--- src/rtl/fm_pkg.sv ---
package fm_pkg;

   //////////////////////////////
   // Sizes and constants
   //////////////////////////////

   // Buffer geometry
   localparam int ADDR_W     = 11;
   localparam int DATA_W     = 16;
   // Nibble pointer, four nibbles per word
   localparam int NIB_ADDR_W = ADDR_W + 2;

   // Oscillator
   localparam int PHASE_W = 24;
   // clk/16 with a zero sample
   localparam logic [PHASE_W-1:0] BASE_INC = 24'h100000;

   // Fixed UART bit period in clocks
   localparam int BIT_CLKS = 16;

   // Restart pulse length in cycles
   localparam int RESTART_LEN = 3;

   //////////////////////////////
   // Encodings
   //////////////////////////////

   // Command opcodes in the low nibble of a byte
   typedef enum logic [3:0] {
      op_wr_reset  = 4'd0,
      op_wr_nibble = 4'd1,
      op_div_lo    = 4'd2,
      op_div_hi    = 4'd3,
      op_restart   = 4'd4,
      op_dump      = 4'd15
   } opcode_e;

   // Buffer dump FSM
   typedef enum logic [1:0] {
      st_idle,
      st_sending,
      st_final
   } dump_state_e;

   //////////////////////////////
   // Strobes between blocks
   //////////////////////////////

   typedef struct packed {
      logic              we;
      logic [ADDR_W-1:0] addr;
      logic [DATA_W-1:0] data;
   } ram_wr_t;

   typedef struct packed {
      logic restart;
      logic dump;
   } ctrl_t;

endpackage

--- src/rtl/uart_rx.sv ---
module uart_rx (
   input  logic       clk,
   input  logic       i_nrst,
   input  logic       i_rx,
   output logic       o_rx_valid,
   output logic [7:0] o_rx_data
);
   import fm_pkg::*;

   typedef logic [$clog2(BIT_CLKS)-1:0] bit_cnt_t;

   logic [2:0] sync_q;
   logic       rx_s;
   logic       start_edge;
   logic       busy;
   bit_cnt_t   clk_cnt;
   logic [3:0] bit_idx;
   logic [7:0] shreg;
   logic       bit_mid;

   // Line idles high
   always_ff @(posedge clk or negedge i_nrst) begin
      if (!i_nrst) begin
         sync_q <= 3'b111;
      end else begin
         sync_q <= {sync_q[1:0], i_rx};
      end
   end

   assign rx_s       = sync_q[1];
   assign start_edge = sync_q[2] & ~sync_q[1];
   assign bit_mid    = busy && (clk_cnt == '0);

   //////////////////////////////
   // Frame timing
   //////////////////////////////

   // Bit 0 is the start bit, 1 to 8 data, 9 the stop bit
   always_ff @(posedge clk or negedge i_nrst) begin
      if (!i_nrst) begin
         busy       <= 1'b0;
         clk_cnt    <= '0;
         bit_idx    <= '0;
         o_rx_valid <= 1'b0;
      end else begin
         o_rx_valid <= 1'b0;
         if (!busy) begin
            if (start_edge) begin
               busy    <= 1'b1;
               clk_cnt <= bit_cnt_t'(BIT_CLKS / 2 - 1);
               bit_idx <= '0;
            end
         end else if (clk_cnt != '0) begin
            clk_cnt <= clk_cnt - 1'b1;
         end else begin
            clk_cnt <= bit_cnt_t'(BIT_CLKS - 1);
            bit_idx <= bit_idx + 4'd1;
            if (bit_idx == 4'd0) begin
               // Glitch, not a real start bit
               if (rx_s)
                  busy <= 1'b0;
            end else if (bit_idx == 4'd9) begin
               busy       <= 1'b0;
               o_rx_valid <= rx_s;
            end
         end
      end
   end

   // Data bits arrive LSB first
   always_ff @(posedge clk) begin
      if (bit_mid) begin
         if (bit_idx >= 4'd1 && bit_idx <= 4'd8)
            shreg <= {rx_s, shreg[7:1]};
         if (bit_idx == 4'd9)
            o_rx_data <= shreg;
      end
   end

   a_valid_single: assert property (@(posedge clk) disable iff (!i_nrst)
      o_rx_valid |=> !o_rx_valid);

endmodule

--- config.mk ---
export PLATFORM = sky130hd
export DESIGN_NAME = uart_rx
export DESIGN_NICKNAME = d
export VERILOG_FILES = /design/src/rtl/fm_pkg.sv /design/src/rtl/uart_rx.sv
export SDC_FILE = /design/constraint.sdc
export NUM_CORES = 1
export LEC_CHECK = 0
export CAP_MARGIN = 20
export CORE_MARGIN = 2
export CORE_UTILIZATION = 60
export DETAILED_ROUTE_END_ITERATION = 10
export DONT_BUFFER_PORTS = 1
export GPL_ROUTABILITY_DRIVEN = 0
export PLACE_DENSITY = 0.76
export REMOVE_ABC_BUFFERS = 1
export SLEW_MARGIN = 5
export SYNTH_ARGS = -nofsm -noshare
export SYNTH_HDL_FRONTEND = slang
export SYNTH_SLANG_ARGS = --single-unit
--- constraint.sdc ---
create_clock -name clk -period 5.4 [get_ports clk]
set_clock_uncertainty 0.1 [all_clocks]
set_input_delay 1.08 -clock clk [delete_from_list [all_inputs] [get_ports clk]]
set_output_delay 1.08 -clock clk [all_outputs]
set_load 0.1 [all_outputs]
==> reports/metrics.cfg, run 1 <==
[critical_path]
crit_start = o_rx_data[5]
cp-start-kind = flop
worstSetupEndpoint = o_rx_data[5]
critPathRequiredTime_ps = 4220
crit_cells = 0
crit_path_max_fanout = 1
r2r_cells = 5
arrival_ps = 1260
reg2reg_from = bit_idx[1]
r2r-end = shreg[7]
endpoint_kind = primary output
rrSetupSlack_ps = 3370
crit_type = flop to primary output

[sta]
worst_pin_slew_ps = 912
clock.fmax_ghz = 0.410
slew_violations = 0
finalSetupTns_ps = 0
period_needed_ps = 2440
finalCritPeriodShare_pct = 45.2
hold_violations = 0
final.setup.worst_slack_ps = 2960
rsz0062_at_grt = no
setup-violations-final = 0
slew_headroom_pct = 39.3

[synthesis]
postSynthAreaPerCell_um2 = 14.7
ys_ff_latch = 29
ys_warn_count = 0
syn_inst = 79
ys_seq_area_share_pct = 69.8
synth_area_um2 = 1160
synth.distinct_cells = 27

[final_layout]
layout_common_cells = edfxtp_1, dfrtp_1
final_core_utilization_pct = 71.2
layout-drive-gt1-share_pct = 12.8
diodes = 0
n_fill_cell = 117
area_growth_pct = 8.31
nets = 93
mostFrequentLayoutCell = edfxtp_1

[floorplan]
pin_count = 12
die_y_um = 48.0
die_area_um2 = 2300
fp.dieW_um = 48.0
core_region_area_um2 = 1760
std_cell_rows = 15
start_util_pct = 65.7

[route]
num_vias = 612
drcViolationCount = 0
wl_mm = 1.52
dr_wl_met2_um = 746
top_layer = met3
wl_per_cell_um = 13.7
vias_per_cell = 5.51
met3_length_um = 91
drt_iter0_drc = 17
postRouteAntennaNets = 0
first_pass_iters = 4
wl_met1_um = 684

[cts]
tritoncts = built
htreeDepth = 2
clk_path_buf_depth = 2
clock_latency_ps = 310
clkSinkCount = 29
postCtsResizedCells = 0
cts_setup_buffers = 0
root_buffer = clkbuf_4
path_clk_slew_ps = 80
cts_made_buffers = 5
holdBufCountCts = 0

[run]
maxCapViolations = 0

[outcome]
status = complete, no violations

[pwr]
peakVddDrop_v = 0.000433
finalPower_mw = 0.576
p_leak_nw = 0.493
power_density_nw_per_um2 = 459

[placed_design]
hpwl_mm = 1.08
place_ws_ps = 3290
place.port_buffers = 0

[global_routing]
grt-ovfl-total = 0
antenna_found_initial = 0
grt_pass1_vias = 557
grtUsageTotal_pct = 17.9
grt_first_pass_wirelength_mm = 2.60
grt_max_degree = 14

[min_path]
min_path_type = flop to flop

## where the power goes
part / switching (mW) / internal (mW)
Sequential: 0.0384 / 0.267
Combinational: 0.0506 / 0.0553
Clock: 0.0674 / 0.0970
## worst min-delay path by stage
stage                     depth (start not counted)         to       from
final                                             0  sync_q[1]  sync_q[0]
after detailed placement                          0  sync_q[1]  sync_q[0]
after global placement                            0  sync_q[1]  sync_q[0]
after CTS                                         0  sync_q[1]  sync_q[0]
after global routing                              0  sync_q[1]  sync_q[0]
after floorplan                                   0  sync_q[1]  sync_q[0]
## synthesized netlist by cell type
library cell / n / area share, %
o32a_1: 1 / 0.86
a311oi_1: 1 / 0.76
and3b_1: 1 / 0.76
a31oi_1: 1 / 0.54
xor2_1: 1 / 0.76
dfrtp_1: 10 / 22
inv_1: 4 / 1.3
a21oi_1: 5 / 2.2
or3b_1: 1 / 0.76
mux2i_1: 1 / 0.86
nand3_1: 4 / 1.7
a21o_1: 1 / 0.65
and3_1: 2 / 1.1
and4bb_1: 1 / 1.1
dfstp_2: 3 / 6.8
nor2_1: 1 / 0.32
nor3_1: 4 / 1.7
nor2b_1: 3 / 1.6
nand2b_1: 2 / 1.1
buf_6: 1 / 0.97
o21ai_0: 1 / 0.43
edfxtp_1: 16 / 41
o21ai_1: 2 / 0.86
nand4bb_4: 1 / 2.4
ha_1: 5 / 5.4
nand2_1: 5 / 1.6
and2_1: 1 / 0.54
## layer usage
layer,vias up,track usage (%)
met1,295,24.0
li1,300,-
met2,17,25.3
met5,-,0
met3,0,10.2
met4,0,4.86
## cell type report
type	count	area (µm²)	share of cell area [%]
multi-input combinational	45	324	25.8
clock buffer	6	41.3	3.29
clock inverter	2	35.0	2.79
inverter	4	15.0	1.20
sequential	29	810	64.4
tap	25	31.3	2.49
## stage by stage
stage	std cells	instance area [µm²]	hold WS (ps)
after global routing	111	1260	266
after floorplan	78	1150	245
after global placement	103	1180	246
after CTS	111	1260	261
after detailed placement	103	1180	249
final	111	1260	260
## sequential cells by signal (all words and copies together), names as in the netlist
name	count
o_rx_valid	1
shreg	8
clk_cnt	4
busy	1
sync_q	3
o_rx_data	8
bit_idx	4
## logic make-up after synthesis
logic type,synth area share (%)
adders and majority gates,5.39
and+or+nand+nor,14.7
muxes,0.863
DFF,69.8
buffers and inverters,2.26
AOI/OAI and AO/OA,6.26
xor gates and xnor gates,0.755
Power figures use the tool's default switching activity.
==> inputs of run 2 (changes only) <==
CORE_UTILIZATION = 54   (was 60)
PLACE_DENSITY = 0.72   (was 0.76)
clock period = 2.1 ns   (was 5.4 ns; I/O delays follow)
==> reports/metrics.cfg, run 2 (synthesized netlist as in run 1, its figures left out) <==
[pwr]
p_sw_mw = 0.414
internal_power_mw = 0.970
switching_share_pct = 29.9
finalPower_mw = 1.38
power_density_nw_per_um2 = 1030
peakVddDrop_v = 0.000662
clkPwrFrac_pct = 22.0
pwr-share-comb_pct = 22.1
p_seq_share_pct = 55.9
p_leak_nw = 0.538

[final_layout]
reg.largest.list = o_rx_data: 8 flops, shreg: 8 flops
multi_input_area_um2 = 324
diodes = 0
n_fill_cell = 154
ff_latch_area_um2 = 810
mostFrequentLayoutCell = edfxtp_1
layout_common_cells = edfxtp_1, buf_4, dfrtp_1
nets = 106
area_growth_pct = 15.3
layout-drive-gt1-share_pct = 21.2
final_cell_area_um2 = 1340

[cts]
cts_setup_buffers = 0
clk_path_buf_depth = 2
tritoncts = built
clock_latency_ps = 320
path_clk_slew_ps = 90
clkSinkCount = 29
htreeDepth = 2
root_buffer = clkbuf_4
cts_made_buffers = 5
holdBufCountCts = 2
postCtsResizedCells = 0

[critical_path]
slowest_delay_ps = 420
rrSetupSlack_ps = 250
endpoint_kind = flop
arrival_ps = 1720
critPathRequiredTime_ps = 1980
path_cells = inv_1, ha_1, and4bb_1, and3_1
cp-start-kind = flop
worst_path_max_delay_cell = and3_1
crit_path_max_fanout = 9
crit_type = flop to flop

[route]
drcViolationCount = 0
postRouteAntennaNets = 0
drt_iter0_drc = 14
wl_mm = 1.75
num_vias = 674
wl_per_cell_um = 13.9
first_pass_iters = 4
vias_per_cell = 5.35

[floorplan]
std_cell_rows = 16
pin_count = 12
start_util_pct = 57.9
fp.dieW_um = 50.3
die_y_um = 50.3
die_area_um2 = 2530
core_region_area_um2 = 2000

[placed_design]
placed_cell_area_um2 = 1260
hpwl_mm = 1.16
place.port_buffers = 0

[global_routing]
grt_pass1_vias = 658
grtUsageTotal_pct = 16.7
grt-ovfl-total = 0
grt_max_degree = 14
antenna_found_initial = 0
grt_first_pass_wirelength_mm = 2.97

[run]
maxCapViolations = 0

[sta]
hold_violations = 0
finalCritPeriodShare_pct = 88.0
setup-violations-final = 0
rsz0062_at_grt = no
finalSetupTns_ps = 0
clock.fmax_ghz = 0.541
worst_pin_slew_ps = 578
period_needed_ps = 1850
slew_headroom_pct = 61.3
slew_violations = 0

[min_path]
min_path_type = flop to flop

[outcome]
status = complete, no violations

[run 2: changes by cell type in the layout (fill, tap and decap cells not counted), sizes merged]
cell,before,now
buf,0,11
dlygate4sd3,0,2
bufinv,1,0
clkinvlp,0,1
[run 2: area by class of cell]
cell class              count  area share (%)
flip-flops and latches     29            60.5
clock buffers               6            3.09
well taps                  27            2.53
repair buffers             13            7.67
multi-input cells          45            24.2
inverters                   4            1.12
clock inverters             2           0.842
[run 2: worst max-delay path, delay by kind of cell (launching register included)]
kind | cells | cell delay, ps
adder cells (fa/ha/maj) | 1 | 250
buffers and inverters | 1 | 60
flip-flops | 1 | 410
AND/OR/NAND/NOR | 2 | 690
[run 2: final timing paths]
check / start / end / depth (start not counted)
max: clk_cnt[0] / o_rx_data[6] / 4
min: sync_q[0] / sync_q[1] / 0
max reg2reg: clk_cnt[0] / o_rx_data[6] / 4
min reg2reg: sync_q[0] / sync_q[1] / 0
max in group asynchronous: i_nrst / clk_cnt[1] / 1
min in group asynchronous: i_nrst / bit_idx[2] / 1
[run 2: routing by layer]
metal / share of wire (%) / global-route usage (%)
met2: 49 / 25.7
met3: 3.9 / 5.36
met5: 0 / 0
met1: 45 / 20.2
met4: 2.5 / 10.8
[run 2: per-stage QoR]
| stage | util, % | instances | setup WS [ps] | hold slack, ps |
|---|---|---|---|---|
| 3_5_place_dp | 63.2 | 116 | 245 | 24.8 |
| 4_1_cts | 66.8 | 126 | 235 | 255 |
| 5_1_grt | 66.8 | 126 | 149 | 258 |
| 3_3_place_gp | 63.2 | 116 | 301 | 24.8 |
| 2_1_floorplan | - | 78 | 304 | 24.4 |
| 6_report | 66.8 | 126 | 253 | 249 |
[run 2: power by group through the flow]
stage          Sequential, mW  Clock (mW)  Combinational (mW)
5_1_grt                 0.791       0.335               0.351
4_1_cts                 0.773       0.316               0.310
2_1_floorplan           0.771           0               0.234
3_5_place_dp            0.784           0               0.299
3_3_place_gp            0.779           0               0.290
6_report                0.773       0.304               0.306
