--- src/rtl/fm_pkg.sv ---
package fm_pkg;

   //////////////////////////////
   // Sizes and constants
   //////////////////////////////

   // Buffer geometry
   localparam int ADDR_W     = 11;
   localparam int DATA_W     = 16;
   // Nibble pointer, four nibbles per word
   localparam int NIB_ADDR_W = ADDR_W + 2;

   // Oscillator
   localparam int PHASE_W = 24;
   // clk/16 with a zero sample
   localparam logic [PHASE_W-1:0] BASE_INC = 24'h100000;

   // Fixed UART bit period in clocks
   localparam int BIT_CLKS = 16;

   // Restart pulse length in cycles
   localparam int RESTART_LEN = 3;

   //////////////////////////////
   // Encodings
   //////////////////////////////

   // Command opcodes in the low nibble of a byte
   typedef enum logic [3:0] {
      op_wr_reset  = 4'd0,
      op_wr_nibble = 4'd1,
      op_div_lo    = 4'd2,
      op_div_hi    = 4'd3,
      op_restart   = 4'd4,
      op_dump      = 4'd15
   } opcode_e;

   // Buffer dump FSM
   typedef enum logic [1:0] {
      st_idle,
      st_sending,
      st_final
   } dump_state_e;

   //////////////////////////////
   // Strobes between blocks
   //////////////////////////////

   typedef struct packed {
      logic              we;
      logic [ADDR_W-1:0] addr;
      logic [DATA_W-1:0] data;
   } ram_wr_t;

   typedef struct packed {
      logic restart;
      logic dump;
   } ctrl_t;

endpackage

--- src/rtl/sample_player.sv ---
module sample_player (
   input  logic                      clk,
   input  logic                      i_nrst,
   input  logic [7:0]                i_sample_top,
   input  fm_pkg::ctrl_t             i_ctrl,
   input  logic [fm_pkg::DATA_W-1:0] i_rdata,
   input  logic                      i_tx_busy,
   output logic [fm_pkg::ADDR_W-1:0] o_raddr,
   output logic                      o_tx_start,
   output logic [7:0]                o_tx_data
);
   import fm_pkg::*;

   logic [7:0]        sample_cnt;
   logic              tick;
   logic [ADDR_W-1:0] rd_ptr;
   // Address of the word now on i_rdata
   logic [ADDR_W-1:0] data_addr;
   logic [ADDR_W:0]   send_ptr;
   dump_state_e       state;
   logic              word_zero;
   logic              ptr_match;
   logic              tx_fire;

   //////////////////////////////
   // Sample rate tick
   //////////////////////////////

   assign tick = (sample_cnt == i_sample_top);

   always_ff @(posedge clk or negedge i_nrst) begin
      if (!i_nrst)
         sample_cnt <= '0;
      else if (tick)
         sample_cnt <= '0;
      else
         sample_cnt <= sample_cnt + 8'd1;
   end

   //////////////////////////////
   // Playback pointer
   //////////////////////////////

   assign word_zero = (i_rdata == '0);

   always_ff @(posedge clk or negedge i_nrst) begin
      if (!i_nrst) begin
         rd_ptr    <= '0;
         data_addr <= '0;
      end else begin
         data_addr <= rd_ptr;
         if (i_ctrl.restart)
            rd_ptr <= '0;
         else if (tick)
            rd_ptr <= word_zero ? '0 : rd_ptr + 1'b1;
      end
   end

   //////////////////////////////
   // Buffer dump
   //////////////////////////////

   // Wait until playback reaches the word being sent
   assign ptr_match = (send_ptr[ADDR_W:1] == data_addr);
   assign tx_fire   = (state != st_idle) && ptr_match && !i_tx_busy && tick;

   always_ff @(posedge clk or negedge i_nrst) begin
      if (!i_nrst) begin
         state    <= st_idle;
         send_ptr <= '0;
      end else begin
         case (state)
            st_idle: begin
               if (i_ctrl.dump) begin
                  state    <= st_sending;
                  send_ptr <= '0;
               end
            end
            st_sending: begin
               if (tx_fire) begin
                  send_ptr <= send_ptr + 1'b1;
                  if (word_zero)
                     state <= st_final;
               end
            end
            st_final: begin
               if (tx_fire)
                  state <= st_idle;
            end
            default: state <= st_idle;
         endcase
      end
   end

   assign o_raddr    = rd_ptr;
   assign o_tx_start = tx_fire;
   // Low byte on even send_ptr
   assign o_tx_data  = send_ptr[0] ? i_rdata[15:8] : i_rdata[7:0];

   a_start_not_idle: assert property (@(posedge clk) disable iff (!i_nrst)
      o_tx_start |-> (state != st_idle));

endmodule

--- config.mk ---
export PLATFORM = sky130hd
export DESIGN_NAME = sample_player
export DESIGN_NICKNAME = d
export VERILOG_FILES = /design/src/rtl/fm_pkg.sv /design/src/rtl/sample_player.sv
export SDC_FILE = /design/constraint.sdc
export NUM_CORES = 1
export LEC_CHECK = 0
export ABC_AREA = 1
export BUFFER_PORTS_ARGS = -buffer_cell sky130_fd_sc_hd__buf_2
export CAP_MARGIN = 0
export CORE_MARGIN = 5
export CORE_UTILIZATION = 30
export CTS_CLUSTER_DIAMETER = 100
export CTS_CLUSTER_SIZE = 24
export DETAILED_ROUTE_END_ITERATION = 8
export PLACE_DENSITY = 0.57
export REMOVE_ABC_BUFFERS = 1
export SLEW_MARGIN = 30
export SYNTH_ARGS = -nofsm -noshare
export SYNTH_HDL_FRONTEND = slang
export SYNTH_SLANG_ARGS = --single-unit
export TNS_END_PERCENT = 50
--- constraint.sdc ---
create_clock -name clk -period 1.4 [get_ports clk]
set_input_delay 0.14 -clock clk [delete_from_list [all_inputs] [get_ports clk]]
set_output_delay 0.14 -clock clk [all_outputs]
set_load 0.1 [all_outputs]
==> results of run 1 <==
repair_timing:
| item | 4_1_cts | 5_1_grt |
|---|---|---|
| pin swaps | 34 | 21 |
| gates cloned | 2 | 0 |
| endpoints found under the hold margin | 44 | 0 |
| hold buffers | 1 | 0 |
| endpoints found under the setup margin | 34 | 43 |
| setup buffers | 33 | 7 |
| resized for setup | 71 | 40 |
final cells by class:
type	count	area [µm²]
Fill cell	857	4600
Multi-Input combinational cell	294	1660
Timing Repair Buffer	152	1300
Sequential cell	44	1100
Inverter	68	255
Tap cell	111	139
Clock buffer	5	68.8
Clock inverter	2	60.1
power groups by stage:
stage	combinational, W	sequential [W]	clock (W)
floorplan	0.00135	0.00166	0
global placement	0.00255	0.00155	0
detailed placement	0.00257	0.00156	0
CTS	0.00350	0.00153	0.00119
global route	0.00382	0.00156	0.00124
finish	0.00361	0.00154	0.00115
sequential cells by signal, indices dropped and copies added (netlist names):
signal and cells:
sample_cnt 8, o_raddr 11, state 2, send_ptr 12, data_addr 11
Yosys cell counts, types with 5 or more instances:
library cell,number,area [µm²]
nand4_1,7,43.8
nand3_1,19,95.1
dfrtp_1,44,1100
nand2_1,127,477
o21ai_0,18,90.1
a21oi_1,17,85.1
xor2_1,7,61.3
inv_1,58,218
inv_2,9,33.8
nor2_2,5,31.3
nand3_2,10,100
nor2_1,60,225
nor3_1,8,40.0
stage by stage:
step / std cells / total power, W
CTS: 678 / 0.00622
floorplan: 406 / 0.00302
global placement: 637 / 0.00410
global route: 676 / 0.00662
detailed placement: 637 / 0.00413
finish: 676 / 0.00629
logic make-up (layout without fill, tap and decap cells):
family,count (synthesis),count (layout)
AO/OA/AOI/OAI,38,38
XOR/XNOR,8,8
adder cells (fa/ha/maj),3,3
buffers and inverters,74,227
flip-flops,44,44
AND/OR/NAND/NOR,245,245
worst register-to-register path: cells and delay by family, from the launching register on:
kind	cells	cell delay [ns]
AOI/OAI and AO/OA	1	0.17
DFF	1	0.41
buffers and inverters	4	0.49
and+or+nand+nor	6	0.52
layer usage:
layer	GRT usage	routed length, µm	share of wire
met1	0.188	3710	0.43
met2	0.288	4470	0.52
met3	0.0235	237	0.028
met4	0.0338	142	0.017
met5	0	0	0
worst min-delay path by stage:
stage               cells past startpoint  slack (ns)                       to      start
floorplan                               0       -0.16   data_addr[0]$_DFF_PN0_     i_nrst
global placement                        2        0.15  send_ptr[4]$_DFFE_PN0P_     i_nrst
detailed placement                      2        0.14  send_ptr[0]$_DFFE_PN0P_     i_nrst
CTS                                     4        0.15   o_raddr[1]$_DFFE_PN0P_  i_ctrl[1]
global route                            4        0.17     state[1]$_DFFE_PN0P_  i_ctrl[0]
finish                                  4        0.15     state[1]$_DFFE_PN0P_  i_ctrl[0]
==> flow_summary_export.csv, run 1 <==
group,metric,value,unit
floorplan,num_rows,35,
status,status,"complete, but fails checks",
drt,remaining_drc_errors,0,
setup_path,slowest_delay,0.40,ns
logic_synthesis,synth_cell_types,29,
setup_path,r2r_setup_slack,-0.28,ns
setup_path,critPathMaxFanout,3,
setup_path,reg2reg_from,"sample_cnt[1]$_DFF_PN0_",
setup_path,critPathBufInv,3,
placed_design,dp_slack,-0.205,ns
finish,area_growth,63.8,%
timing,holdWs,0.153,ns
timing,relSlewSlack,0.644,
grt,antenna_found_initial,0,
logic_synthesis,synth_top_family_by_area,"simple AND/OR/NAND/NOR gates",
logic_synthesis,synth_xor_area_frac,0.0250,
worst_hold_path,min_path_type,"primary input to register",
finish,layout_commonest_cell,"nand2_1",
clock_tree,root_buffer,"clkbuf_8",
drt,postRouteAntennaNets,0,
setup_path,endpoint,"o_tx_start",
setup_path,crit_start,"sample_cnt[3]$_DFF_PN0_",
grt,grt_max_degree,45,
pwr,internal_power,0.00375,W
timing,max_freq,569,MHz
floorplan,core,9200,µm²
timing,finalMaxSlewViolations,0,
floorplan,start_util,0.305,
clock_tree,clk_pin_slew,0.08,ns
logic_synthesis,ys.flop_type,"dfrtp_1",
clock_tree,numCtsBuffers,5,
status,violations,"negative setup slack",
grt,grt_first_pass_wirelength,14500,µm
setup_path,crit_required,1.26,ns
grt,gr-total-overflow,0,
clock_tree,cts_tree,"built",
floorplan,die_h,107,µm
setup_path,path_cells,"inv_2 > nand2_1 > nand2_1 > nor2_2 > nand4_1 > nor2_2 > buf_6 > buf_12",
drt,vias,3125,
pwr,p_sw_frac,0.405,
setup_path,crit_arrival,1.62,ns
timing,setup_tns,-7.35,ns
timing,post-route-period-util,1.26,
pwr,p_switching,0.00255,W
finish,drive_gt1_frac,0.428,
drt,firstDrtPassIters,4,
logic_synthesis,synthCells,412,
floorplan,die_w,107,µm
run,drv_cap,0,
timing,setup_slack,-0.357,ns
clock_tree,worst_skew_pair.late_latency,0.30,ns
placed_design,place_area,3860,µm²
timing,finalHoldViolCount,0,
logic_synthesis,synthAdderAreaFrac,0.0134,
setup_path,crit_cells,8,
grt,first_global_vias,3190,
finish,layout.nets,597,
pwr,vdd_ir_drop_max,0.525,mV
drt,drt_wl_total,8550,µm
pwr,combPwrFrac,0.573,
setup_path,worstSetupPathType,"register to primary output",
placed_design,post-dp-hpwl,5800,µm
floorplan,ioPinCount,49,
timing,period_needed,1.76,ns
setup_path,critPathTopFamily,"simple AND/OR/NAND/NOR gates",
finish,most-common-layout-cells,"nand2_1 (105), buf_4 (81), inv_1 (54), nor2_1 (54), dfrtp_1 (42)",
setup_path,cp-end-kind,"primary output",
logic_synthesis,ys_seq_area_frac,0.393,
logic_synthesis,synth_edf_count,0,
setup_path,ff2ff_path_depth,11,
timing,finalSetupViolCount,40,
clock_tree,clock_sinks,44,
timing,worstMarginPinSlew,0.533,ns
drt,drtIter0Drc,140,
placed_design,gp_congestion,0.837,
timing,finalClockSkew,0.00684,ns
drt,routed_via_density,4.62,
drt,routedWlPerCell,12.7,µm
pwr,pwr-share-seq,0.244,
finish,final_area,4590,µm²
logic_synthesis,synth_compound_area_frac,0.0701,
floorplan,dieArea,11400,µm²
setup_path,critPathSlowestCell,"dfrtp_1",
clock_tree,cts_buffer_depth,2,
pwr,leakagePower,2.37,nW
grt,grtUsageTotal,0.155,
logic_synthesis,synth-seq-cells,44,
pwr,power_density,1370,nW/µm²
placed_design,portBuffers,48,
logic_synthesis,synthArstFlopShare,1.00,
setup_path,reg2reg_to,"send_ptr[8]$_DFFE_PN0P_",
timing,rsz0062_at_grt,"yes",
finish,diodes,0,
logic_synthesis,yosysWarnings,0,
setup_path,crit_path_start_kind,"register",
logic_synthesis,syn-cell-area,2800,µm²
pwr,p_clk_frac,0.182,
clock_tree,htree_levels,2,
finish,final_core_util,0.499,
logic_synthesis,synth.avg_cell_area,6.81,µm²
logic_synthesis,synth_mux_area_frac,0,
logic_synthesis,synthSimpleGateAreaFrac,0.394,
(Power assumes the default switching activity.)
==> run 2: changes to the inputs <==
--- a/config.mk
+++ b/config.mk
@@ -13,6 +13,7 @@
 export CTS_CLUSTER_DIAMETER = 100
 export CTS_CLUSTER_SIZE = 24
 export DETAILED_ROUTE_END_ITERATION = 8
+export MAX_ROUTING_LAYER = met4
 export PLACE_DENSITY = 0.57
 export REMOVE_ABC_BUFFERS = 1
 export SLEW_MARGIN = 30
==> constraint.sdc (replaced) <==
create_clock -name clk -period 1.6 [get_ports clk]
set_input_delay 0.16 -clock clk [delete_from_list [all_inputs] [get_ports clk]]
set_output_delay 0.16 -clock clk [all_outputs]
set_load 0.1 [all_outputs]
==> flow_summary_export.csv, run 2 (synthesis gave the netlist of run 1 again) <==
group,metric,value,unit
pwr,vdd_ir_drop_max,0.544,mV
timing,setup_slack,-0.172,ns
setup_path,cp-end-kind,"primary output",
setup_path,crit_arrival,1.61,ns
grt,antenna_found_initial,0,
timing,setup_tns,-0.822,ns
clock_tree,clock_sinks,44,
pwr,leakagePower,2.04,nW
drt,firstDrtPassIters,4,
finish,most-common-layout-cells,"nand2_1 (112), inv_1 (53), nor2_1 (50)",
drt,wl_met3,253,µm
placed_design,gp_congestion,0.895,
setup_path,critPathMaxFanout,4,
drt,routedWlPerCell,12.0,µm
floorplan,num_rows,35,
timing,holdWs,0.169,ns
clock_tree,clk_pin_slew,0.09,ns
setup_path,r2r_setup_slack,-0.06,ns
timing,finalSetupViolCount,13,
floorplan,ioPinCount,49,
clock_tree,worst_skew_pair.late_latency,0.30,ns
floorplan,start_util,0.305,
worst_hold_path,min_path_type,"primary input to register",
finish,final_area,3950,µm²
drt,drt-met1-wl,3480,µm
finish,diodes,0,
status,status,"complete, but fails checks",
setup_path,crit_required,1.44,ns
drt,drtIter0Drc,114,
floorplan,die_h,107,µm
placed_design,place_area,3560,µm²
pwr,power_density,1070,nW/µm²
drt,routed_via_density,4.53,
finish,drive_gt1_frac,0.339,
floorplan,core,9200,µm²
clock_tree,numCtsBuffers,5,
clock_tree,cts_tree,"built",
drt,drt_wl_total,7500,µm
timing,finalMaxSlewViolations,0,
grt,grt_first_pass_wirelength,12600,µm
timing,rsz0062_at_grt,"yes",
placed_design,post-dp-hpwl,5670,µm
timing,period_needed,1.77,ns
finish,area_growth,41.0,%
drt,remaining_drc_errors,0,
floorplan,die_w,107,µm
timing,max_freq,564,MHz
timing,finalClockSkew,0.00914,ns
drt,vias,2838,
finish,regMostFlops,"send_ptr",
drt,dr_wl_met2,3700,µm
finish,final_core_util,0.430,
finish,largest_register_ff_count,12,
clock_tree,htree_levels,2,
grt,grtUsageTotal,0.138,
grt,gr-total-overflow,0,
placed_design,portBuffers,48,
clock_tree,cts_buffer_depth,2,
setup_path,worstSetupPathType,"register to primary output",
timing,finalHoldViolCount,0,
floorplan,dieArea,11400,µm²
setup_path,crit_path_start_kind,"register",
timing,post-route-period-util,1.11,
run,drv_cap,0,
grt,grt_max_degree,28,
clock_tree,root_buffer,"clkbuf_8",
timing,worstMarginPinSlew,0.491,ns
status,violations,"negative setup slack",
grt,first_global_vias,2764,
timing,relSlewSlack,0.675,
finish,layout_commonest_cell,"nand2_1",
drt,highest_layer,"met4",
pwr,p_total,0.00425,W
finish,layout.nets,547,
drt,postRouteAntennaNets,0,
==> run 2: final timing paths <==
check / from / endpoint / cells past startpoint
min in group asynchronous: i_nrst / send_ptr[3]$_DFFE_PN0P_ / 2
setup reg to reg: send_ptr[5]$_DFFE_PN0P_ / send_ptr[1]$_DFFE_PN0P_ / 10
hold / removal: i_ctrl[1] / o_raddr[1]$_DFFE_PN0P_ / 4
max in group asynchronous: i_nrst / data_addr[8]$_DFF_PN0_ / 3
setup / recovery: send_ptr[10]$_DFFE_PN0P_ / o_tx_start / 8
hold reg to reg: o_raddr[7]$_DFFE_PN0P_ / data_addr[7]$_DFF_PN0_ / 0
==> run 2: per-layer routing <==
layer / vias up / global-route usage
met5: - / -
met4: 0 / 0.0283
met3: 7 / 0.0199
met2: 52 / 0.229
met1: 1296 / 0.181
li1: 1483 / -
==> run 2: where the power goes <==
group          switching, W  internal (W)  total, W
Clock              0.000403      0.000311  0.000715
Combinational       0.00138      0.000811   0.00219
Sequential        0.0000989       0.00124   0.00134
==> run 2: final cells by class <==
type / instances / area [µm²]
flip-flops and latches: 44 / 1100
clock inverters: 2 / 16.3
fillers: 974 / 5240
well taps: 111 / 139
repair buffers: 102 / 832
multi-input cells: 294 / 1540
clock buffers: 6 / 72.6
inverters: 68 / 255
==> run 2: stage by stage <==
step                      setup slack, ns  instances
after floorplan                     -1.25        406
after global placement            -0.0106        599
after detailed placement         -0.00456        599
after CTS                          -0.183        613
after global routing               -0.284        627
final                              -0.172        627
==> run 2: critical path: stages (launching register included) <==
cell and delay, ns:
dfrtp_1 0.43, inv_2 0.06, nand2_1 0.08, nand4_1 0.12, nor2_2 0.13, nand3_2 0.09
nor2_2 0.12, buf_6 0.13, buf_12 0.17
==> run 2: repair_timing <==
action                                  CTS  global route
cloned                                    0             1
endpoints found under the setup margin    5            30
pin swaps                                 2            17
endpoints found under the hold margin    17             0
hold buffers                              1             0
gates resized for setup                   9            52
buffers inserted                          5            15
