<file path="config.mk">
export PLATFORM = sky130hd
export DESIGN_NAME = uart_tx
export DESIGN_NICKNAME = d
export VERILOG_FILES = /design/src/rtl/fm_pkg.sv /design/src/rtl/uart_tx.sv
export SDC_FILE = /design/constraint.sdc
export NUM_CORES = 1
export LEC_CHECK = 0
export BUFFER_PORTS_ARGS = -buffer_cell sky130_fd_sc_hd__buf_4
export CORE_MARGIN = 5
export CORE_UTILIZATION = 45
export DETAILED_ROUTE_END_ITERATION = 8
export PLACE_DENSITY_LB_ADDON = 0.2
export SYNTH_ARGS = -nofsm -noshare
export SYNTH_HDL_FRONTEND = slang
export SYNTH_SLANG_ARGS = --single-unit
</file>
<file path="constraint.sdc">
create_clock -name clk -period 2.4 [get_ports clk]
set_input_delay 0.24 -clock clk [delete_from_list [all_inputs] [get_ports clk]]
set_output_delay 0.24 -clock clk [all_outputs]
set_load 0.05 [all_outputs]
</file>
<file path="src/rtl/fm_pkg.sv">
package fm_pkg;

   //////////////////////////////
   // Sizes and constants
   //////////////////////////////

   // Buffer geometry
   localparam int ADDR_W     = 11;
   localparam int DATA_W     = 16;
   // Nibble pointer, four nibbles per word
   localparam int NIB_ADDR_W = ADDR_W + 2;

   // Oscillator
   localparam int PHASE_W = 24;
   // clk/16 with a zero sample
   localparam logic [PHASE_W-1:0] BASE_INC = 24'h100000;

   // Fixed UART bit period in clocks
   localparam int BIT_CLKS = 16;

   // Restart pulse length in cycles
   localparam int RESTART_LEN = 3;

   //////////////////////////////
   // Encodings
   //////////////////////////////

   // Command opcodes in the low nibble of a byte
   typedef enum logic [3:0] {
      op_wr_reset  = 4'd0,
      op_wr_nibble = 4'd1,
      op_div_lo    = 4'd2,
      op_div_hi    = 4'd3,
      op_restart   = 4'd4,
      op_dump      = 4'd15
   } opcode_e;

   // Buffer dump FSM
   typedef enum logic [1:0] {
      st_idle,
      st_sending,
      st_final
   } dump_state_e;

   //////////////////////////////
   // Strobes between blocks
   //////////////////////////////

   typedef struct packed {
      logic              we;
      logic [ADDR_W-1:0] addr;
      logic [DATA_W-1:0] data;
   } ram_wr_t;

   typedef struct packed {
      logic restart;
      logic dump;
   } ctrl_t;

endpackage

</file>
<file path="src/rtl/uart_tx.sv">
module uart_tx (
   input  logic       clk,
   input  logic       i_nrst,
   input  logic       i_start,
   input  logic [7:0] i_data,
   output logic       o_busy,
   output logic       o_tx
);
   import fm_pkg::*;

   typedef logic [$clog2(BIT_CLKS)-1:0] bit_cnt_t;

   logic       busy;
   bit_cnt_t   clk_cnt;
   logic [3:0] bit_idx;
   // Data bits followed by the stop bit
   logic [8:0] shreg;
   logic       tx_q;

   always_ff @(posedge clk or negedge i_nrst) begin
      if (!i_nrst) begin
         busy    <= 1'b0;
         clk_cnt <= '0;
         bit_idx <= '0;
         shreg   <= '1;
         tx_q    <= 1'b1;
      end else if (!busy) begin
         if (i_start) begin
            busy    <= 1'b1;
            tx_q    <= 1'b0;
            shreg   <= {1'b1, i_data};
            clk_cnt <= bit_cnt_t'(BIT_CLKS - 1);
            bit_idx <= '0;
         end
      end else if (clk_cnt != '0) begin
         clk_cnt <= clk_cnt - 1'b1;
      end else if (bit_idx == 4'd9) begin
         // End of stop bit, line already high
         busy <= 1'b0;
      end else begin
         tx_q    <= shreg[0];
         shreg   <= {1'b1, shreg[8:1]};
         bit_idx <= bit_idx + 4'd1;
         clk_cnt <= bit_cnt_t'(BIT_CLKS - 1);
      end
   end

   assign o_busy = busy;
   assign o_tx   = tx_q;

   // The player must hold off until the frame ends
   a_no_start_busy: assert property (@(posedge clk) disable iff (!i_nrst)
      i_start |-> !o_busy);

endmodule

</file>
==> flow_summary_export.csv, run 1 <==
group,metric,value,unit
outcome,status,"complete, no violations",
synthesis,ys.flop_type,"sky130_fd_sc_hd__dfstp_2",
synthesis,post_synth_edffs,0,
cells_and_area,multiInputGateArea,553.0,um2
synthesis,synthDistinctLibCells,36,
cells_and_area,seq_area,461.7,um2
setup_path,cp_num_buf_inv,1,
global_route,initial_antenna_violation_count,0,
synthesis,synth-compound-area-share,22.16,%
setup_path,startpoint,"clk_cnt[0]",
global_route,grt_pass1_wl,4140,um
floorplanning,x_dimension_of_the_die,58.96,um
synthesis,synthMuxAreaShare,8.353,%
global_route,grtUsageTotal,15.58,%
setup_path,cpPeakStageDelay,550,ps
cells_and_area,fillCellCount,212,
setup_path,cp_arrival,2170,ps
route,detailedRoute.firstIterationViolations,45,
synthesis,synth_sequential_area_ratio,42.81,%
sta,timing_worst_slew_pin_value,587.1,ps
synthesis,synth_top_area_cell,"sky130_fd_sc_hd__dfstp_2",
global_route,first_global_vias,880,
setup_path,endpoint_kind,"register",
route,1st_pass_router_iterations,4,
route,route.detailed.vias_per_inst,6.137,
clocking,clk_latency,300,ps
sta,hold_fails_final_rpt,0,
synthesis,yosys.area_share.adder,3.480,%
clocking,cts-buffers-inserted,3,
setup_path,worst_path_max_delay_cell,"sky130_fd_sc_hd__or4b_1",
synthesis,synth_fp_nets,121,
synthesis,yosys.area_share.xor_xnor,0,%
synthesis,synth_top_area_share,21.93,%
route,wl_per_cell,16.51,um
synthesis,post_synth.cell_area_avg,10.08,um2
power_and_ir_drop,ir_drop,688.1,uV
floorplanning,core_area,0.002255,mm2
cells_and_area,final-instance-count-excl-fill,146,
setup_path,critPathKind,"register to register",
setup_path,critPathMaxFanout,10,
hold_path,worstHoldStart,"i_start",
cells_and_area,drive_above_1_share,31.36,%
sta,final_period_minus_worst_setup_slack,1973,ps
route,vias,896,
setup_path,rr_startpoint,"clk_cnt[0]",
flow_run,cap_violations,0,
sta,setup_repair_after_global_routing_missed_its_margin,"false",
cells_and_area,area.growth.synth_to_final,14.50,%
cells_and_area,final_nets,133,
sta,finalHoldWorstSlack,251.2,ps
sta,max_slew_margin,60.66,%
synthesis,share_of_flip_flops_with_an_asynchronous_set_or_reset,100.0,%
clocking,postCtsSetupRepairBufs,0,
synthesis,synth_top_cells_by_count,"sky130_fd_sc_hd__dfrtp_1, sky130_fd_sc_hd__dfstp_2, sky130_fd_sc_hd__mux2_2",
sta,post_route_skew,6.895,ps
global_route,gr-total-overflow,0,
place,hpwl,1621,um
synthesis,ys_seq_elements,18,
sta,achievable_clock_frequency,506.9,MHz
power_and_ir_drop,pwr_density_cell,1192,mW/mm2
setup_path,cp_cell_sequence,"inv_1, ha_1, or3b_1, or4b_1, o311ai_1",
clocking,clock_sink_count,18,
hold_path,min_path_type,"input pin to register",
floorplanning,floorplan.initialDensity,47.84,%
route,routed_wl,2410,um
route,post-route-drc-count,0,
sta,period_share,82.20,%
setup_path,crit_family,"simple AND/OR/NAND/NOR gates",
synthesis,syn_inst,107,
sta,final-setup-viol-count,0,
synthesis,cell_area_synth,0.001079,mm2
synthesis,combinational_family_with_the_most_area_after_synthesis,"compound AO/OA/AOI/OAI gates",
place,io_buffer_count,12,
synthesis,yosysWarningCount,0,
clocking,clock_tree.htree_level_count,1,
setup_path,regToRegSetupSlack,430,ps
power_and_ir_drop,power_leakage,0.0004951,uW
floorplanning,floorplan.die.height,58.96,um
place,gp_congestion,0.7959,
sta,slew_violations,0,
floorplanning,std_cell_rows,17,
clocking,cts_root_buf,"sky130_fd_sc_hd__clkbuf_4",
setup_path,critPathLaunchType,"register",
place,post-place-cells,141,
sta,setup_tns,0,ps
clocking,clock_path_buffers,2,
floorplanning,i_o_pin_cnt,13,
synthesis,synth.area.top_cells,"sky130_fd_sc_hd__dfstp_2, sky130_fd_sc_hd__dfrtp_1, sky130_fd_sc_hd__mux2_2, sky130_fd_sc_hd__a221oi_1, sky130_fd_sc_hd__nor2b_1",
global_route,grt_start_max_net_pins,29,
clocking,cts_tree,"done",
clocking,register_clock_pin_slew_on_the_reported_worst_setup_and_hold_paths,100,ps
synthesis,yosys.area_share.simple,17.29,%
floorplanning,fp.dieArea,0.003476,mm2
cells_and_area,antenna-diode-count,0,
setup_path,required,2600,ps
route,postRouteAntennaNets,0,
## final cells by class
class	instances	share of cell area (%)
well taps	28	2.837
clock buffers	4	2.938
repair buffers	16	9.929
multi-input cells	73	44.78
inverters	7	2.128
flip-flops and latches	18	37.39
## placed cells by master, fill, tap and decap left out, drive strengths merged, types with 2 or more instances in the layout
master and instances:
buf 15, dfrtp 9, dfstp 9, mux2 8, inv 7, nand3 7, nor2b 7, o22ai 7
a221oi 6, nor2 4, clkbuf 4, a21oi 3, nand4b 3, o21ai 3, ha 3, nor3b 2
o211ai 2, or4b 2, o311ai 2
## path summary, 6_finish.rpt
| path | to | cells past startpoint |
|---|---|---|
| worst max-delay path | bit_idx[3] | 5 |
| worst min-delay path | bit_idx[3] | 2 |
| worst max register to register | bit_idx[3] | 5 |
| worst min register to register | o_tx | 2 |
| max in group asynchronous | shreg[5] | 2 |
| min in group asynchronous | bit_idx[0] | 2 |
## power breakdown
group / switching (uW) / internal, uW / total (uW)
Clock: 99.6 / 92.6 / 192
Sequential: 148 / 512 / 660
Combinational: 318 / 302 / 620
## what timing repair did
| item | in CTS | in global routing |
|---|---|---|
| hold buffers | 1 | 0 |
| hold endpoints to repair | 9 | 0 |
| resized for setup | 0 | 0 |
## flip-flops by register name, indices dropped and copies added (netlist names)
| signal | flops |
|---|---|
| shreg | 8 |
| o_tx | 1 |
| clk_cnt | 4 |
| bit_idx | 4 |
| o_busy | 1 |
## worst reg2reg max path: cells and delay by family, from the launching register on
family	cells	cell delay [ps]
AND/OR/NAND/NOR	2	1070
flip-flops	1	400
adder cells (fa/ha/maj)	1	220
buffers and inverters	1	100
AO/OA/AOI/OAI	1	90
## layer usage
layer	track usage [%]	vias to the layer above	share of wire [%]	routed length, um
met5	0	-	0	0
met4	2.913	0	1.1	27
met3	4.825	4	4.7	113
met2	23.66	20	48	1153
met1	21.92	434	46	1116
li1	-	438	-	-
## kinds of logic after synthesis
logic type | after synthesis
AOI/OAI and AO/OA | 33
and+or+nand+nor | 29
DFF | 18
buffers and inverters | 16
muxes | 8
adders and majority gates | 3
## metrics by stage
step / utilization, % / area [um2] / power [uW] / setup WS, ps
final: 54.77 / 1235 / 1472 / 427.2
after global routing: 54.77 / 1235 / 1600 / 280.7
after CTS: 54.77 / 1235 / 1484 / 432.9
after detailed placement: 52.72 / 1189 / 1282 / 460.4
after global placement: 52.72 / 1189 / 1244 / 515.2
after floorplan: - / 1079 / 1106 / 612.0
No activity file was read; power rests on OpenSTA's default activity.
==> run 2, diff against run 1 <==
Settings changed: ABC_AREA from default to 1.
Clock period 2.4 ns to 1.9 ns, I/O delays scaled along.
==> run 2 against run 1 <==
Effect of this change:
- first-iteration DRC count is 56% lower
- sequential cell count unchanged
- setup slack got worse by 130 ps
- worst hold slack lost 73 ps
- total power grew 9.5%
- count of clock-buffer cells in the layout unchanged
- clock power grew 27%
- register-to-register slack lost 130 ps
- global-route usage decreased by 2.2 points
- largest cell class unchanged
- die area down 4.2%
- wire length shrank 16%
- highest routed layer unchanged
- sequential power rose by 7.9%
==> flow_summary_export.csv, run 2 <==
group,metric,value,unit
cells_and_area,area.growth.synth_to_final,14.30,%
floorplanning,std_cell_rows,17,
floorplanning,floorplan.initialDensity,46.72,%
setup_path,worst_path_most_repeated_cell,"sky130_fd_sc_hd__nand2_1",
sta,timing_worst_slew_pin_value,498.5,ps
sta,setup_repair_after_global_routing_missed_its_margin,"false",
setup_path,worst_path_max_delay_cell,"sky130_fd_sc_hd__dfrtp_1",
global_route,initial_antenna_violation_count,0,
synthesis,post_synth.cell_area_avg,7.581,um2
setup_path,crit_family,"simple AND/OR/NAND/NOR gates",
power_and_ir_drop,power_leakage,0.0006492,uW
synthesis,post-synth-top-count-cell,"sky130_fd_sc_hd__nand2_1",
synthesis,yosysWarningCount,0,
power_and_ir_drop,pwr_density_cell,1378,mW/mm2
synthesis,synth_top_area_share,23.84,%
synthesis,syn_inst,135,
route,1st_pass_router_iterations,4,
setup_path,required,2150,ps
outcome,status,"complete, no violations",
setup_path,cp_cell_sequence,"or2_4, nand2_2, nor2_4, nand2_1, nand2_1",
synthesis,post_synth_edffs,0,
cells_and_area,largest_register_ffs,8,
setup_path,cp_num_buf_inv,0,
global_route,grt_pass1_wl,3450,um
synthesis,ys.flop_type,"sky130_fd_sc_hd__dfstp_2",
cells_and_area,seq_area,461.7,um2
route,routed_wl,2027,um
flow_run,cap_violations,0,
global_route,gr-total-overflow,0,
sta,hold_fails_final_rpt,0,
global_route,first_global_vias,820,
route,post-route-drc-count,0,
route,postRouteAntennaNets,0,
setup_path,critPathMaxFanout,16,
clocking,register_clock_pin_slew_on_the_reported_worst_setup_and_hold_paths,110,ps
floorplanning,core_area,0.002191,mm2
cells_and_area,drive_above_1_share,29.53,%
sta,achievable_clock_frequency,624.1,MHz
cells_and_area,reg.largest.list,"shreg: 8 flops, bit_idx: 4 flops, clk_cnt: 4 flops",
clocking,postCtsSetupRepairBufs,0,
sta,period_share,84.33,%
sta,final-setup-viol-count,0,
hold_path,hold_depth,5,
setup_path,cp_num_cells,5,
synthesis,share_of_flip_flops_with_an_asynchronous_set_or_reset,100.0,%
sta,post_route_skew,3.461,ps
synthesis,cell_area_synth,0.001023,mm2
synthesis,synth_sequential_area_ratio,45.11,%
synthesis,synthDistinctLibCells,20,
cells_and_area,final_nets,164,
route,vias,854,
place,hpwl,1430,um
sta,slew_violations,0,
clocking,clock_tree.htree_level_count,1,
synthesis,ys_seq_elements,18,
synthesis,synth.area.top_cells,"sky130_fd_sc_hd__nand2_1, sky130_fd_sc_hd__dfstp_2, sky130_fd_sc_hd__dfrtp_1, sky130_fd_sc_hd__nand2_2, sky130_fd_sc_hd__ha_1",
setup_path,endpoint_kind,"register",
floorplanning,fp.dieArea,0.003328,mm2
synthesis,synth_fp_nets,149,
setup_path,critPathKind,"register to register",
cells_and_area,top_register,"shreg",
cells_and_area,fillCellCount,224,
setup_path,critPathLaunchType,"register",
floorplanning,floorplan.die.height,57.69,um
power_and_ir_drop,power_frac_seq,44.2,%
power_and_ir_drop,switching_fraction_of_total_power,39.66,%
sta,setup_tns,0,ps
power_and_ir_drop,power.combinational.fraction,40.8,%
clocking,cts_tree,"done",
route,detailedRoute.firstIterationViolations,20,
synthesis,synth_top_area_cell,"sky130_fd_sc_hd__nand2_1",
cells_and_area,final_core_utilization,53.40,%
floorplanning,x_dimension_of_the_die,57.69,um
cells_and_area,most-common-layout-cells,"sky130_fd_sc_hd__nand2_1, sky130_fd_sc_hd__buf_4, sky130_fd_sc_hd__nand2_2, sky130_fd_sc_hd__inv_1",
clocking,clock_sink_count,18,
place,io_buffer_count,12,
power_and_ir_drop,internal_portion_of_total_power,972.6,uW
clocking,clk_latency,300,ps
cells_and_area,final_common_cell,"sky130_fd_sc_hd__nand2_1",
sta,max_slew_margin,66.77,%
clocking,cts_root_buf,"sky130_fd_sc_hd__clkbuf_4",
clocking,cts-buffers-inserted,3,
sta,final_period_minus_worst_setup_slack,1602,ps
global_route,grtUsageTotal,13.35,%
route,route.detailed.vias_per_inst,4.825,
power_and_ir_drop,ir_drop,730.3,uV
cells_and_area,antenna-diode-count,0,
setup_path,number_of_cells_on_the_worst_reg_to_reg_path,5,
place,gp_congestion,0.8114,
route,wl_per_cell,11.45,um
floorplanning,i_o_pin_cnt,13,
power_and_ir_drop,total_power,1612,uW
hold_path,min_path_type,"input pin to register",
power_and_ir_drop,netSwitchingPower,639.2,uW
clocking,clock_path_buffers,2,
cells_and_area,multiInputGateArea,491.7,um2
setup_path,cpPeakStageDelay,670,ps
synthesis,synth_top_cells_by_count,"sky130_fd_sc_hd__nand2_1, sky130_fd_sc_hd__nand2_2, sky130_fd_sc_hd__inv_1",
global_route,grt_start_max_net_pins,19,
power_and_ir_drop,clock_power_share,15.1,%
setup_path,cp_arrival,1850,ps
[run 2: worst reg2reg max path: stages, from the launching register on]
cell	delay, ps
sky130_fd_sc_hd__dfrtp_1	670
sky130_fd_sc_hd__or2_4	240
sky130_fd_sc_hd__nand2_2	80
sky130_fd_sc_hd__nor2_4	370
sky130_fd_sc_hd__nand2_1	110
sky130_fd_sc_hd__nand2_1	80
[run 2: final timing paths]
check	startpoint	end	slack, ps
worst max-delay path	o_busy	shreg[7]	300
worst min-delay path	i_data[4]	shreg[4]	180
worst max register to register	o_busy	shreg[7]	300
worst min register to register	shreg[1]	shreg[1]	470
max in group asynchronous	i_nrst	shreg[7]	1360
min in group asynchronous	i_nrst	bit_idx[2]	280
[run 2: metrics by stage]
stage / cell area (um2) / cells / worst slack (ps) / hold WS, ps
final: 1170 / 177 / 297.7 / 178.1
after global routing: 1170 / 177 / 157.8 / 188.6
after CTS: 1170 / 177 / 290.3 / 184.2
after detailed placement: 1124 / 172 / 336.5 / 75.22
after global placement: 1124 / 172 / 407.6 / 77.32
after floorplan: 1023 / 135 / 478.2 / -105.6
[run 2: repair_timing]
item | in CTS | in global routing
hold buffers | 1 | 0
endpoints found under the hold margin | 18 | 0
gates resized for setup | 0 | 0
[run 2: power by group through the flow]
stage,logic [uW],clock network [uW],registers (uW)
final,657,243,712
after global routing,765,268,734
after CTS,668,246,714
after detailed placement,662,0,719
after global placement,644,0,711
after floorplan,526,0,727
[run 2: layout make-up]
cell class | count | share of cell area [%]
inverters | 10 | 3.209
flip-flops and latches | 18 | 39.47
clock buffers | 4 | 3.102
repair buffers | 14 | 9.198
multi-input cells | 103 | 42.03
well taps | 28 | 2.995
[run 2: cells by family after synthesis]
logic type / Yosys count / share of synthesized area, %
compound gates: 4 / 2.322
xor+xnor: 1 / 0.8559
fa+ha+maj: 3 / 3.668
buf+inv: 14 / 6.846
flops: 18 / 45.11
simple gates: 95 / 41.20
[run 2: layer usage]
layer | global-route usage (%) | share of wire (%) | vias up
met4 | 5.960 | 2.3 | 0
met1 | 17.18 | 48 | 398
met5 | 0 | 0 | -
met3 | 2.227 | 4.7 | 5
met2 | 21.94 | 45 | 15
li1 | - | - | 436
